**src/verilog/ooo_pkg.sv**
```systemverilog
`default_nettype none

package ooo_pkg;

    // Machine sizes
    localparam int xlen           = 32;
    localparam int num_arch_regs  = 32;
    localparam int rob_depth      = 8;
    localparam int num_rs_entries = 4;

    typedef logic [$clog2(num_arch_regs)-1:0]  reg_idx_t;
    typedef logic [$clog2(rob_depth)-1:0]      rob_tag_t;  // Plain ROB index
    typedef logic [$clog2(num_rs_entries)-1:0] rs_idx_t;

    // First entry of each unit class, two entries per class
    localparam rs_idx_t rs_alu_base = 2'd0;
    localparam rs_idx_t rs_mul_base = 2'd2;

    // RV32 encodings used here
    localparam logic [6:0] op_reg     = 7'b0110011;
    localparam logic [6:0] op_imm     = 7'b0010011;
    localparam logic [6:0] funct7_mul = 7'b0000001;
    localparam logic [2:0] f3_add     = 3'b000;  // Also SUB and MUL
    localparam logic [2:0] f3_xor     = 3'b100;
    localparam logic [2:0] f3_or      = 3'b110;
    localparam logic [2:0] f3_and     = 3'b111;

    typedef enum logic {
        fu_alu = 1'b0,
        fu_mul = 1'b1
    } fu_type_t;

    typedef enum logic [2:0] {
        alu_add = 3'd0,
        alu_sub = 3'd1,
        alu_and = 3'd2,
        alu_or  = 3'd3,
        alu_xor = 3'd4
    } alu_op_t;

    // One instruction word, register form or immediate form
    typedef union packed {
        struct packed {
            logic [6:0] funct7;
            reg_idx_t   rs2;
            reg_idx_t   rs1;
            logic [2:0] funct3;
            reg_idx_t   rd;
            logic [6:0] opcode;
        } r;
        struct packed {
            logic [11:0] imm12;
            reg_idx_t    rs1;
            logic [2:0]  funct3;
            reg_idx_t    rd;
            logic [6:0]  opcode;
        } i;
    } inst_t;

    typedef struct packed {
        logic  valid;
        inst_t inst;
    } dp_packet_t;

    typedef struct packed {
        logic            ready;  // Value holds the operand, else wait on tag
        rob_tag_t        tag;
        logic [xlen-1:0] value;
    } operand_t;

    typedef struct packed {
        logic            valid;
        fu_type_t        unit;
        alu_op_t         alu_op;
        rob_tag_t        dest;
        logic [xlen-1:0] a;
        logic [xlen-1:0] b;
    } rs_fu_packet_t;

    typedef struct packed {
        logic            valid;
        rob_tag_t        tag;
        logic [xlen-1:0] value;
    } cdb_packet_t;

    typedef struct packed {
        reg_idx_t        rd;
        logic            has_dest;
        logic [xlen-1:0] value;
    } commit_packet_t;

endpackage

`default_nettype wire

```
**src/verilog/rs.sv**
```systemverilog
`timescale 1ns/1ns
`default_nettype none

module rs (
    input  logic                   clock,
    input  logic                   reset,
    input  ooo_pkg::dp_packet_t    dp_packet,
    input  ooo_pkg::operand_t      src_a,      // From rename table
    input  ooo_pkg::operand_t      src_b,
    input  ooo_pkg::operand_t      rob_fwd_a,  // ROB answer for src tags
    input  ooo_pkg::operand_t      rob_fwd_b,
    input  ooo_pkg::rob_tag_t      rob_tail,
    input  logic                   rob_full,
    input  ooo_pkg::cdb_packet_t   cdb_packet,
    input  logic                   alu_stall,
    output logic                   dispatch_accept,
    output logic                   rob_alloc,
    output ooo_pkg::rob_tag_t      rob_query_a,
    output ooo_pkg::rob_tag_t      rob_query_b,
    output logic                   rename_write,
    output ooo_pkg::rs_fu_packet_t alu_issue,
    output ooo_pkg::rs_fu_packet_t mul_issue
);

    typedef struct packed {
        ooo_pkg::alu_op_t  op;
        ooo_pkg::rob_tag_t dest;
        ooo_pkg::operand_t a;
        ooo_pkg::operand_t b;
    } rs_entry_t;

    logic      busy [ooo_pkg::num_rs_entries];
    rs_entry_t ent  [ooo_pkg::num_rs_entries];

    logic                  ready [ooo_pkg::num_rs_entries];
    logic                  freed [ooo_pkg::num_rs_entries];
    ooo_pkg::inst_t        inst;
    logic                  is_imm, is_mul;
    ooo_pkg::alu_op_t      dp_op;
    logic [ooo_pkg::xlen-1:0] imm_val;
    ooo_pkg::operand_t     cap_a, cap_b;
    logic                  alu_go, mul_go, class_free;
    ooo_pkg::rs_idx_t      alu_sel, mul_sel, lo, hi, alloc_idx;

    // Operand at allocation: rename value, then ROB result, then bus
    function automatic ooo_pkg::operand_t capture(ooo_pkg::operand_t src,
                                                  ooo_pkg::operand_t fwd,
                                                  ooo_pkg::cdb_packet_t cdb);
        ooo_pkg::operand_t res;
        res = src;
        if (!src.ready && fwd.ready) begin
            res.ready = 1'b1;
            res.value = fwd.value;
        end else if (!src.ready && cdb.valid && cdb.tag == src.tag) begin
            res.ready = 1'b1;
            res.value = cdb.value;
        end
        return res;
    endfunction

    // Waiting operand picks up its tag from the bus
    function automatic ooo_pkg::operand_t wake(ooo_pkg::operand_t op,
                                               ooo_pkg::cdb_packet_t cdb);
        ooo_pkg::operand_t res;
        res = op;
        if (!op.ready && cdb.valid && cdb.tag == op.tag) begin
            res.ready = 1'b1;
            res.value = cdb.value;
        end
        return res;
    endfunction

    function automatic ooo_pkg::rs_fu_packet_t issue_pkt(rs_entry_t e,
                                                         ooo_pkg::fu_type_t unit);
        ooo_pkg::rs_fu_packet_t p;
        p.valid  = 1'b1;
        p.unit   = unit;
        p.alu_op = e.op;
        p.dest   = e.dest;
        p.a      = e.a.value;
        p.b      = e.b.value;
        return p;
    endfunction

    // Decode both views of the word
    always_comb begin
        inst    = dp_packet.inst;
        is_imm  = inst.i.opcode == ooo_pkg::op_imm;
        is_mul  = !is_imm && inst.r.funct7 == ooo_pkg::funct7_mul;
        imm_val = {{(ooo_pkg::xlen-12){inst.i.imm12[11]}}, inst.i.imm12};
        case (inst.r.funct3)
            ooo_pkg::f3_add: dp_op = (!is_imm && inst.r.funct7[5]) ? ooo_pkg::alu_sub
                                                                    : ooo_pkg::alu_add;
            ooo_pkg::f3_xor: dp_op = ooo_pkg::alu_xor;
            ooo_pkg::f3_or:  dp_op = ooo_pkg::alu_or;
            ooo_pkg::f3_and: dp_op = ooo_pkg::alu_and;
            default:         dp_op = ooo_pkg::alu_add;
        endcase
    end

    assign rob_query_a = src_a.tag;
    assign rob_query_b = src_b.tag;
    assign cap_a = capture(src_a, rob_fwd_a, cdb_packet);
    always_comb begin
        if (is_imm) begin
            cap_b.ready = 1'b1;  // Immediate is a value from the start
            cap_b.tag   = '0;
            cap_b.value = imm_val;
        end else begin
            cap_b = capture(src_b, rob_fwd_b, cdb_packet);
        end
    end

    // Lowest ready entry per class
    always_comb begin
        for (int i = 0; i < ooo_pkg::num_rs_entries; i++) begin
            ready[i] = busy[i] && ent[i].a.ready && ent[i].b.ready;
        end
        alu_go  = (ready[ooo_pkg::rs_alu_base] || ready[ooo_pkg::rs_alu_base + 1]) && !alu_stall;
        alu_sel = ready[ooo_pkg::rs_alu_base] ? ooo_pkg::rs_alu_base
                                              : ooo_pkg::rs_idx_t'(ooo_pkg::rs_alu_base + 1);
        mul_go  = ready[ooo_pkg::rs_mul_base] || ready[ooo_pkg::rs_mul_base + 1];
        mul_sel = ready[ooo_pkg::rs_mul_base] ? ooo_pkg::rs_mul_base
                                              : ooo_pkg::rs_idx_t'(ooo_pkg::rs_mul_base + 1);
        for (int i = 0; i < ooo_pkg::num_rs_entries; i++) begin
            freed[i] = (alu_go && alu_sel == i) || (mul_go && mul_sel == i);
        end
    end

    assign alu_issue = alu_go ? issue_pkt(ent[alu_sel], ooo_pkg::fu_alu) : '0;
    assign mul_issue = mul_go ? issue_pkt(ent[mul_sel], ooo_pkg::fu_mul) : '0;

    // Allocation in the class of the instruction, issue frees count
    always_comb begin
        lo         = is_mul ? ooo_pkg::rs_mul_base : ooo_pkg::rs_alu_base;
        hi         = ooo_pkg::rs_idx_t'(lo + 1);
        class_free = !busy[lo] || freed[lo] || !busy[hi] || freed[hi];
        alloc_idx  = (!busy[lo] || freed[lo]) ? lo : hi;
    end

    assign dispatch_accept = dp_packet.valid && class_free && !rob_full;
    assign rob_alloc       = dispatch_accept;
    assign rename_write    = dispatch_accept && inst.r.rd != '0;  // x0 never renamed

    always_ff @(posedge clock or posedge reset) begin
        if (reset) begin
            for (int i = 0; i < ooo_pkg::num_rs_entries; i++) begin
                busy[i] <= 1'b0;
            end
        end else begin
            for (int i = 0; i < ooo_pkg::num_rs_entries; i++) begin
                if (freed[i]) busy[i] <= 1'b0;
            end
            if (dispatch_accept) busy[alloc_idx] <= 1'b1;  // Same-cycle reuse wins
        end
    end

    // Operand snoop and capture
    always_ff @(posedge clock) begin
        for (int i = 0; i < ooo_pkg::num_rs_entries; i++) begin
            ent[i].a <= wake(ent[i].a, cdb_packet);
            ent[i].b <= wake(ent[i].b, cdb_packet);
        end
        if (dispatch_accept) begin
            ent[alloc_idx].op   <= dp_op;
            ent[alloc_idx].dest <= rob_tail;
            ent[alloc_idx].a    <= cap_a;
            ent[alloc_idx].b    <= cap_b;
        end
    end

endmodule

`default_nettype wire
```
**config.mk**
```make
export PLATFORM = sky130hd
export DESIGN_NAME = rs
export DESIGN_NICKNAME = d
export VERILOG_FILES = /design/src/verilog/ooo_pkg.sv /design/src/verilog/rs.sv
export SDC_FILE = /design/constraint.sdc
export NUM_CORES = 1
export LEC_CHECK = 0
export BUFFER_PORTS_ARGS = -buffer_cell sky130_fd_sc_hd__buf_2
export CAP_MARGIN = 25
export CORE_UTILIZATION = 33
export DETAILED_ROUTE_END_ITERATION = 8
export GPL_TIMING_DRIVEN = 1
export SYNTH_ARGS = -nofsm -noshare
export SYNTH_HDL_FRONTEND = slang
export SYNTH_SLANG_ARGS = --single-unit
```
**constraint.sdc**
```tcl
create_clock -name clock -period 4.05 [get_ports clock]
set_input_delay 0.81 -clock clock [delete_from_list [all_inputs] [get_ports clock]]
set_output_delay 0.81 -clock clock [all_outputs]
set_load 0.1 [all_outputs]
```
==> results by group, run 1 <==
Run status
  • Run status: completed

Critical path
  • Crit path largest cell delay: 790 ps
  • Crit path kind: register to primary output
  • WP data arrival: 3030 ps
  • CP required: 3240 ps
  • Reg-to-reg slack, setup: 930 ps
  • Levels on crit path: 5
  • Cells on worst reg2reg path: 6
  • Crit-path leading delay family: buffers and inverters
  • CP bufs+invs: 2
  • Sequence of cells on the critical path: and3_4, buf_4, nand2_1, a21oi_1, buf_2
  • CP Launch Type: register
  • Worst-path fanout max: 54
  • Worst setup EP type: primary output
  • Crit path max-delay cell type: and3_4

Clocking
  • H-tree levels: 2
  • Hold_buf cts: 0
  • Clk_lat worst skew: 550 ps
  • Clk sink count: 316
  • CTS Buffer Depth: 3
  • Post-CTS Setup Bufs: 0
  • CTS clk-pin slew, worst paths: 60 ps
  • # resized after CTS: 0
  • Root Driver: clkbuf_16
  • CTS tree: built
  • CTS buffer count: 37

Pwr
  • Combinational power share: 35.2%
  • Internal: 6.59 mW
  • Psw: 4.56 mW
  • Switching share of power: 40.9%
  • Pleak: 8.01 nW
  • Pwr/cell area: 562 nW/um^2
  • Peak supply drop: 282 uV
  • Share of power burned in registers: 36.3%
  • Clk network pwr share: 28.5%

Layout
  • Sequential cell area: 9390 um^2
  • P&R area growth vs syn: 22.4%
  • Leading cell type in the layout, fill and taps excluded: nand2_1
  • Multi-input combinational cell area: 6120 um^2
  • Layout Nets: 2053
  • Layout cell share with drive strength beyond 1: 29.0%
  • Commonest cells after routing, fill and taps aside: 410 x nand2_1, 360 x buf_2, 304 x edfxtp_1
  • Fill cell count: 4597

STA
  • Setup TNS: 0 ps
  • Setup WS post-layout: 212 ps
  • Max Slew Vio Count: 0
  • Worst slew pin tran: 1060 ps
  • Max Freq: 261 MHz
  • RSZ-0062 raised after global routing: no
  • Clock Skew: 20.3 ps
  • Final setup fails: 0
  • Hold Vio Cnt, Final: 0
  • Rel. slew slack: 29.0%
  • Period utilization: 94.8%
  • Fin crit period: 3840 ps

Detailed routing
  • DRC: 0
  • ANT nets after route: 0
  • Initial DRT Pass Iterations: 6
  • DR WL/cell: 24.2 um
  • Routed vias/inst: 5.52
  • Initial drt markers: 1032
  • Routed wire length: 59900 um
  • Total number of vias: 13647

Yosys
  • Post-synth cell types: 57
  • FFs w/ async S/R, synth: 1.27%
  • Gate Count Post-Synth: 1544
  • Ys flop type: edfxtp_1
  • Synthesized Nets: 1764
  • Seq/Total Area, Yosys: 57.9%
  • Yosys warning total: 0
  • EDFF count, synth: 304
  • Synth Register Bits: 316
  • Syn Area/Cell: 10.5 um^2
  • Area of the mapped netlist: 16200 um^2

Place
  • IO Port Bufs: 360
  • Routability Congestion: 0.860
  • Pre-CTS WS: 458 ps
  • Hpwl dp: 40300 um

Floorplan
  • IO Pins: 373
  • Row count: 80
  • Initial Utilization: 33.7%
  • Core area: 48000 um^2
  • Chip width: 224 um
  • Die Ht: 224 um
  • DIE AREA: 50000 um^2

GRT
  • Initial antenna violation count: 2
  • Gr ovfl total: 0
  • Pin count of the biggest net entering global routing: 71
  • Gr usage total: 23.4%
  • Vias in the first global route: 12993
  • Global-route wire length before repair: 86100 um

Worst hold path
  • HP Class: input pin to asynchronous set/reset pin

Flow run
  • Number of max-cap violations: 0
## power by group through the flow
stage | registers (mW) | clock network [mW] | logic (mW)
6_report | 4.05 | 3.17 | 3.92
5_1_grt | 4.07 | 3.32 | 4.12
4_1_cts | 4.05 | 3.21 | 3.94
3_5_place_dp | 4.12 | 0 | 3.93
3_3_place_gp | 4.11 | 0 | 3.89
2_1_floorplan | 4.09 | 0 | 2.87
## cell type report
| cell class | instances | area share, % |
|---|---|---|
| clock inverter | 15 | 0.485 |
| multi-input combinational | 1034 | 30.8 |
| clock buffer | 48 | 5.14 |
| antenna | 2 | 0.0252 |
| sequential | 316 | 47.3 |
| inverter | 37 | 0.706 |
| timing repair buffer | 407 | 11.6 |
| tap | 615 | 3.88 |
## cells in the mapped netlist, drive strengths merged, types with 6 or more instances
master	n	area share (%)
a21oi	141	4.4
a221oi	9	0.49
a2bb2oi	146	9.0
a31oi	14	0.54
a41o	8	0.49
buf	57	1.9
clkbuf	100	2.3
dfxtp	8	0.99
edfxtp	304	56
inv	35	0.81
mux2	18	1.3
nand2	410	9.5
nand3	6	0.19
nor2	21	0.59
o21a	22	1.0
o21ai	108	3.3
o221ai	21	1.1
o22ai	33	1.3
xnor2	11	0.59
xor2	19	1.0
## path summary, 6_finish.rpt
check,start,endpoint
setup / recovery,ent[0][71],alu_issue[11]
hold / removal,reset,busy[0]
setup reg to reg,busy[3],ent[1][50]
hold reg to reg,busy[2],busy[2]
max in group asynchronous,reset,busy[2]
min in group clock,rob_tail[1],ent[0][73]
## metal layers
| layer | wire length (um) | global-route usage (%) |
|---|---|---|
| met1 | 25100 | 30.9 |
| met5 | 0 | 0 |
| met2 | 28600 | 38.9 |
| met3 | 4740 | 4.51 |
| met4 | 1410 | 7.20 |
## through the flow
step	power [mW]	util, %	hold WS (ps)	cell area, um^2	cells
finish	11.1	41.3	160	19800	2474
global route	11.5	41.3	168	19800	2474
CTS	11.2	41.3	147	19800	2471
detailed placement	8.04	38.9	515	18700	2408
global placement	8.00	38.9	510	18700	2408
floorplan	6.96	-	491	16200	1544
## registers in the layout (all words and copies together), names as in the netlist
name and cells:
ent 312, busy 4
## cells by family after synthesis
logic type | after synthesis | share of synthesized area, %
AND/OR/NAND/NOR | 471 | 11.7
flip-flops | 316 | 57.9
AO/OA/AOI/OAI | 513 | 22.3
multiplexers | 19 | 1.31
XOR/XNOR | 30 | 1.62
buffers and inverters | 194 | 5.09
other | 1 | 0.0231
## worst register-to-register path, stage by stage, from the launching register on
cell,delay [ps]
dfrtp_1,420
and3_4,420
o41ai_2,380
or4b_2,780
clkinv_2,140
buf_4,530
a2bb2oi_2,170
Note: power is estimated with default switching activity, not from simulation.
==> run 2, diff against run 1 <==
--- a/config.mk
+++ b/config.mk
@@ -5,6 +5,7 @@
 export SDC_FILE = /design/constraint.sdc
 export NUM_CORES = 1
 export LEC_CHECK = 0
+export ABC_AREA = 1
 export BUFFER_PORTS_ARGS = -buffer_cell sky130_fd_sc_hd__buf_2
 export CAP_MARGIN = 25
 export CORE_UTILIZATION = 33
==> run 2 against run 1 <==
- utilization is 0.71 points lower
- critical endpoint is now alu_issue[18]
- global-route usage is 0.11 points higher
- clock-buffer cell count is 6 lower
- final cell count rose by 27%
- combinational power up 19%
- clock skew is 6.1 ps lower
- first-iteration DRC count up 74%
- clock power down 4%
- total power up 5.8%
==> results by group, run 2 <==
Critical path
  • Worst setup EP type: primary output
  • Worst-path fanout max: 64 (+19%)
  • Crit path largest cell delay: 820 ps (+30 ps)
  • Sequence of cells on the critical path: nand3_4, buf_4, mux2_2, nand2_1, inv_1, buf_2
  • WP data arrival: 2960 ps (-70 ps)
  • Reg2reg start: ent[2][71]
  • Crit path kind: register to primary output
  • CP required: 3240 ps (about the same)
  • Crit path launch: busy[3]
  • Crit path max-delay cell type: buf_4
  • CP Launch Type: register

Place
  • DP Area: 20300 um^2 (+8.5%)
  • Hpwl dp: 43000 um (+6.5%)
  • IO Port Bufs: 360 (unchanged)
  • Routability Congestion: 0.857 (-0.30%)
  • Pre-CTS WS: 494 ps (+35.4 ps)

Yosys
  • Gate Count Post-Synth: 2126 (+38%)
  • Post-synthesis mux area share: 4.46% (+3.2 points)
  • Synth area leaders: edfxtp_1 52%, nand2_1 16%, nand3_1 5.9%
  • Synth Area in XOR/XNOR: 0.0992% (-1.5 points)
  • Seq/Total Area, Yosys: 53.2% (-4.7 points)
  • Adder-cell area share of the yosys netlist: 0% (unchanged)
  • Dominant cell type by area after synthesis: edfxtp_1
  • Synthesized Nets: 2346 (+33%)
  • Syn Area/Cell: 8.30 um^2 (-21%)
  • Synth top cells by count: 738 x nand2_1, 304 x edfxtp_1, 270 x inv_1
  • Complex-gate fraction of the synthesized area: 8.08% (-14 points)
  • Largest family of logic cells by synthesized area: simple AND/OR/NAND/NOR gates
  • Post-synth cell types: 34 (-40%)
  • Most instantiated library cell after synthesis: nand2_1
  • Area of the mapped netlist: 17700 um^2 (+8.9%)
  • Post-synth top area share: 51.7% (-4.6 points)
  • Synth Register Bits: 316 (unchanged)
  • Ys flop type: edfxtp_1
  • FFs w/ async S/R, synth: 1.27% (unchanged)
  • Yosys warning total: 0 (unchanged)
  • Simple-gate share of the synthesized area: 24.4% (+13 points)
  • EDFF count, synth: 304 (unchanged)

Detailed routing
  • DRC: 0 (unchanged)
  • Routed vias/inst: 5.16 (-6.5%)
  • ANT nets after route: 0 (unchanged)
  • Total number of vias: 16251 (+19%)
  • DR WL/cell: 20.6 um (-15%)
  • Initial drt markers: 1798 (+74%)
  • Initial DRT Pass Iterations: 6 (unchanged)
  • Routed wire length: 65000 um (+8.4%)

Pwr
  • Internal: 6.75 mW (+2.4%)
  • Pleak: 10.3 nW (+29%)
  • Combinational power share: 39.4% (+4.2 points)
  • Peak supply drop: 374 uV (+33%)
  • Pwr/cell area: 552 nW/um^2 (-1.8%)
  • Psw: 5.04 mW (+11%)
  • Clk network pwr share: 25.8% (-2.7 points)
  • Share of power burned in registers: 34.8% (-1.5 points)
  • Switching share of power: 42.8% (+1.9 points)

STA
  • Setup TNS: 0 ps (unchanged)
  • RSZ-0062 raised after global routing: no
  • Max Slew Vio Count: 0 (unchanged)
  • Period utilization: 93.1% (-1.7 points)
  • Setup WS post-layout: 280 ps (+68.0 ps)
  • Rel. slew slack: 28.0% (-1.0 points)
  • Clock Skew: 14.2 ps (-6.11 ps)
  • Hold Vio Cnt, Final: 0 (unchanged)
  • Final setup fails: 0 (unchanged)
  • Max Freq: 265 MHz (+1.8%)
  • Worst slew pin tran: 1080 ps (+15.4 ps)
  • Worst hold slack: 177 ps (+16.6 ps)
  • Fin crit period: 3770 ps (-68.0 ps)

GRT
  • Gr ovfl total: 0 (unchanged)
  • Vias in the first global route: 15336 (+18%)
  • Global-route wire length before repair: 93800 um (+9.0%)
  • Pin count of the biggest net entering global routing: 142 (+100%)
  • Initial antenna violation count: 3 (+1)
  • Gr usage total: 23.6% (+0.11 points)

Floorplan
  • Initial Utilization: 33.5% (-0.21 points)
  • Core area: 52700 um^2 (+9.6%)
  • Chip width: 233 um (+4.3%)
  • Row count: 84 (+5.0%)
  • Die Ht: 233 um (+4.3%)
  • IO Pins: 373 (unchanged)
  • DIE AREA: 54400 um^2 (+8.8%)

Clocking
  • Clk_lat worst skew: 540 ps (about the same)
  • # resized after CTS: 0 (unchanged)
  • Clk sink count: 316 (unchanged)
  • CTS buffer count: 36 (-2.7%)
  • CTS clk-pin slew, worst paths: 60 ps (about the same)
  • Root Driver: clkbuf_16
  • CTS tree: built
  • H-tree levels: 2 (unchanged)
  • CTS Buffer Depth: 3 (unchanged)
  • Hold_buf cts: 0 (unchanged)
  • Post-CTS Setup Bufs: 0 (unchanged)

Run status
  • Run status: completed

Layout
  • Post-Route Utilization: 40.6% (-0.71 points)
  • Commonest cells after routing, fill and taps aside: 728 x nand2_1, 358 x buf_2, 304 x edfxtp_1
  • Top reg by flops: ent
  • Layout cell share with drive strength beyond 1: 23.1% (-5.9 points)
  • P&R area growth vs syn: 21.1%
  • Biggest regs: ent (312), busy (4)
  • Post-route cell area: 21400 um^2 (+7.7%)
  • Number of flip-flops in the largest register: 312 (unchanged)
  • Leading cell type in the layout, fill and taps excluded: nand2_1
  • Layout Nets: 2658 (+29%)

Worst hold path
  • HP Class: input pin to asynchronous set/reset pin

Flow run
  • Number of max-cap violations: 0 (unchanged)
run 2: changes by cell type after synthesis, sizes merged, moves of 27 or more:
cell,change
o22ai,-27
a21oi,-66
clkbuf,-39
nand3,+202
a2bb2oi,-146
nand2,+331
inv,+245
nor2,+76
o21ai,+64
mux2,+52
run 2: area by class of cell:
| class | count | area [um^2] |
|---|---|---|
| diodes | 1 | 2.50 |
| clock buffers | 42 | 945 |
| clock inverters | 20 | 125 |
| fillers | 5347 | 31300 |
| inverters | 280 | 1050 |
| multi-input cells | 1396 | 6640 |
| flip-flops and latches | 316 | 9390 |
| well taps | 688 | 861 |
| repair buffers | 408 | 2350 |
run 2: power by group through the flow:
stage	logic, mW	registers [mW]	clock network (mW)
after floorplan	3.43	4.13	0
after global placement	4.63	4.15	0
after detailed placement	4.66	4.17	0
after CTS	4.67	4.10	3.10
after global routing	4.91	4.12	3.20
final	4.65	4.10	3.04
run 2: per-layer routing:
layer	GRT usage (%)	wire length (um)
met1	30.8	26400
met5	0	16
met2	38.4	29900
met4	10.1	2520
met3	3.86	6090
run 2: worst max-delay path: cells and delay by family (launching register included):
family	cells	cell delay (ps)
and+or+nand+nor	2	250
buffers and inverters	3	1330
DFF	1	410
muxes	1	310
run 2: path summary, 6_finish.rpt:
check	end	slack, ps	cells after the start
min in group clock	ent[2][74]	500	1
hold reg to reg	busy[2]	520	2
setup / recovery	alu_issue[18]	280	6
hold / removal	busy[2]	180	2
max in group asynchronous	busy[1]	3700	2
setup reg to reg	ent[3][74]	1030	11
run 2: per-stage QoR:
step                total power [mW]  cells
global route                    12.2   3151
CTS                             11.9   3150
floorplan                       7.57   2126
finish                          11.8   3151
detailed placement              8.82   3088
global placement                8.78   3088
run 2: logic make-up (layout without fill, tap and decap cells):
group	after synthesis	count (layout)
and+or+nand+nor	1053	1053
buffers and inverters	414	750
DFF	316	316
AOI/OAI and AO/OA	270	270
muxes	70	70
xor gates and xnor gates	2	2
other	1	2
==> run 3, diff against run 2 <==
--- a/config.mk
+++ b/config.mk
@@ -8,7 +8,8 @@
 export ABC_AREA = 1
 export BUFFER_PORTS_ARGS = -buffer_cell sky130_fd_sc_hd__buf_2
 export CAP_MARGIN = 25
-export CORE_UTILIZATION = 33
+export CORE_MARGIN = 8
+export CORE_UTILIZATION = 30
 export DETAILED_ROUTE_END_ITERATION = 8
 export GPL_TIMING_DRIVEN = 1
 export SYNTH_ARGS = -nofsm -noshare
==> constraint.sdc (replaced) <==
create_clock -name clock -period 3.9 [get_ports clock]
set_input_delay 0.78 -clock clock [delete_from_list [all_inputs] [get_ports clock]]
set_output_delay 0.78 -clock clock [all_outputs]
set_load 0.1 [all_outputs]
==> run 3 against run 2 <==
- cell area is 1.3% higher
- critical path type is now input pin to primary output
- routed wire length is 5.3% higher
- total power is 5.4% higher
- critical endpoint is now rename_write
- largest cell class unchanged
- setup slack worse by 83 ps
- sequential share of layout area is 0.56 points lower
- combinational power is 4% higher
- highest routed layer unchanged
==> results by group, run 3 (same netlist as run 2, synthesis figures left out) <==
Clocking
  • Root Driver: clkbuf_16
  • H-tree levels: 2 (unchanged)
  • CTS buffer count: 37 (+2.8%)
  • Clk sink count: 316 (unchanged)
  • CTS Buffer Depth: 3 (unchanged)
  • CTS tree: built
  • Clk_lat worst skew: 550 ps (about the same)
  • CTS clk-pin slew, worst paths: 70 ps (about the same)
  • Hold_buf cts: 0 (unchanged)

Detailed routing
  • Routed vias/inst: 4.99 (-3.2%)
  • Initial drt markers: 1879 (+4.5%)
  • DRC: 0 (unchanged)
  • DR WL/cell: 21.0 um (+2.0%)
  • Routed wire length: 68400 um (+5.3%)
  • Initial DRT Pass Iterations: 7 (+1)
  • Total number of vias: 16241 (-0.062%)
  • ANT nets after route: 0 (unchanged)

Place
  • Hpwl dp: 47900 um (+11%)
  • Routability Congestion: 0.868 (+1.3%)
  • Pre-CTS WS: 235 ps (-259 ps)
  • IO Port Bufs: 360 (unchanged)

Pwr
  • Switching share of power: 42.5% (-0.30 points)
  • Psw: 5.28 mW (+4.6%)
  • Internal: 7.15 mW (+6.0%)
  • Combinational power share: 38.9% (-0.5 points)
  • Peak supply drop: 351 uV (-6.3%)
  • Share of power burned in registers: 34.2% (-0.6 points)
  • Clk network pwr share: 26.9% (+1.1 points)
  • Pleak: 10.4 nW (+0.83%)
  • Pwr/cell area: 574 nW/um^2 (+4.1%)

Layout
  • Top reg by flops: ent
  • P&R area growth vs syn: 22.6%
  • Layout cell share with drive strength beyond 1: 23.5% (+0.42 points)
  • Commonest cells after routing, fill and taps aside: 728 x nand2_1, 357 x buf_2, 304 x edfxtp_1
  • Post-Route Utilization: 37.0% (-3.6 points)
  • Layout Nets: 2671 (+0.49%)
  • Leading cell type in the layout, fill and taps excluded: nand2_1
  • Number of flip-flops in the largest register: 312 (unchanged)
  • Biggest regs: ent (312), busy (4)

Floorplan
  • Core area: 58600 um^2 (+11%)
  • Chip width: 259 um (+11%)
  • Initial Utilization: 30.1% (-3.4 points)
  • DIE AREA: 66900 um^2 (+23%)
  • IO Pins: 373 (unchanged)
  • Die Ht: 259 um (+11%)
  • Row count: 89 (+6.0%)

STA
  • Clock Skew: 21.7 ps (+7.46 ps)
  • Max Freq: 270 MHz
  • Period utilization: 94.9%
  • Fin crit period: 3700 ps
  • Worst slew pin tran: 1010 ps (-68.0 ps)
  • Setup WS post-layout: 197 ps (-82.8 ps)
  • RSZ-0062 raised after global routing: no
  • Hold Vio Cnt, Final: 0 (unchanged)
  • Rel. slew slack: 32.3% (+4.3 points)
  • Final setup fails: 0 (unchanged)
  • Worst hold slack: 138 ps (-38.2 ps)
  • Setup TNS: 0 ps (unchanged)
  • Max Slew Vio Count: 0 (unchanged)

Critical path
  • Crit path launch: dp_packet[31]
  • Sequence of cells on the critical path: buf_2, inv_1, nand2_1, nor2_2, nand2_2, nand2_1, nand2_2, nand2_1, nand2_1, a21oi_1, buf_2
  • Crit-path leading delay family: simple AND/OR/NAND/NOR gates
  • Worst-path fanout max: 4 (-94%)
  • Crit path max-delay cell type: buf_2
  • Reg2reg start: ent[0][35]
  • CP bufs+invs: 3 (unchanged)
  • Crit path largest cell delay: 450 ps (-370 ps)
  • CP Launch Type: input pin
  • Worst setup EP type: primary output
  • CP required: 3120 ps (-120 ps)
  • Crit path kind: input pin to primary output
  • Reg-to-reg slack, setup: 1070 ps (+40 ps)
  • Most frequent CP cell: nand2_1
  • WP data arrival: 2920 ps (-40 ps)

GRT
  • Pin count of the biggest net entering global routing: 81 (-43%)
  • Initial antenna violation count: 5 (+2)
  • Global-route wire length before repair: 99400 um (+6.0%)
  • Gr ovfl total: 0 (unchanged)
  • Gr usage total: 19.6% (-4.0 points)
  • Vias in the first global route: 15889 (+3.6%)

Run status
  • Run status: completed

Worst hold path
  • HP Class: input pin to asynchronous set/reset pin

Flow run
  • Number of max-cap violations: 0 (unchanged)
## run 3: cell count changes in the layout (fill, tap and decap cells not counted), sizes merged
| cell | change |
|---|---|
| buf | +11 |
| o21ai | +1 |
| clkinv | -9 |
| clkbuf | +12 |
| inv | +1 |
## run 3: final timing paths
check | endpoint | depth (start not counted)
setup / recovery | rename_write | 11
min in group clock | ent[3][74] | 1
setup reg to reg | ent[2][49] | 10
hold / removal | busy[1] | 2
max in group asynchronous | busy[2] | 2
hold reg to reg | busy[0] | 2
## run 3: worst register-to-register path: cells and delay by family (launching register included)
family | cells | cell delay, ps
simple gates | 5 | 940
buf+inv | 4 | 880
flops | 1 | 450
compound gates | 1 | 230
## run 3: cell type report
cell class | count | area [um^2]
Sequential cell | 316 | 9390
Timing Repair Buffer | 419 | 2440
Clock inverter | 12 | 100
Multi-Input combinational cell | 1397 | 6650
Clock buffer | 54 | 1040
Inverter | 280 | 1050
Antenna cell | 1 | 2.50
Tap cell | 773 | 967
Fill cell | 6019 | 36900
## run 3: power by group through the flow
stage	combinational (mW)	sequential [mW]	clock (mW)
2_1_floorplan	3.56	4.29	0
3_3_place_gp	4.80	4.31	0
3_5_place_dp	4.83	4.32	0
4_1_cts	4.85	4.26	3.40
5_1_grt	5.10	4.28	3.51
6_report	4.83	4.26	3.34
## run 3: stage by stage
| step | cells | total power, mW | instance area [um^2] |
|---|---|---|---|
| after floorplan | 2126 | 7.86 | 17700 |
| after global placement | 3180 | 9.11 | 20400 |
| after detailed placement | 3180 | 9.16 | 20400 |
| after CTS | 3246 | 12.5 | 21600 |
| after global routing | 3252 | 12.9 | 21600 |
| final | 3252 | 12.4 | 21600 |
## run 3: per-layer routing
layer / vias up / global-route usage (%) / wire, um
li1: 7589 / - / -
met1: 7636 / 25.1 / 28000
met2: 875 / 33.0 / 32100
met3: 133 / 3.76 / 6250
met4: 8 / 6.41 / 1910
met5: - / 0 / 49
## run 3: timing repair
item | in CTS | in global routing
setup buffers | 0 | 4
endpoints found under the setup margin | 0 | 3
resized for setup | 0 | 1
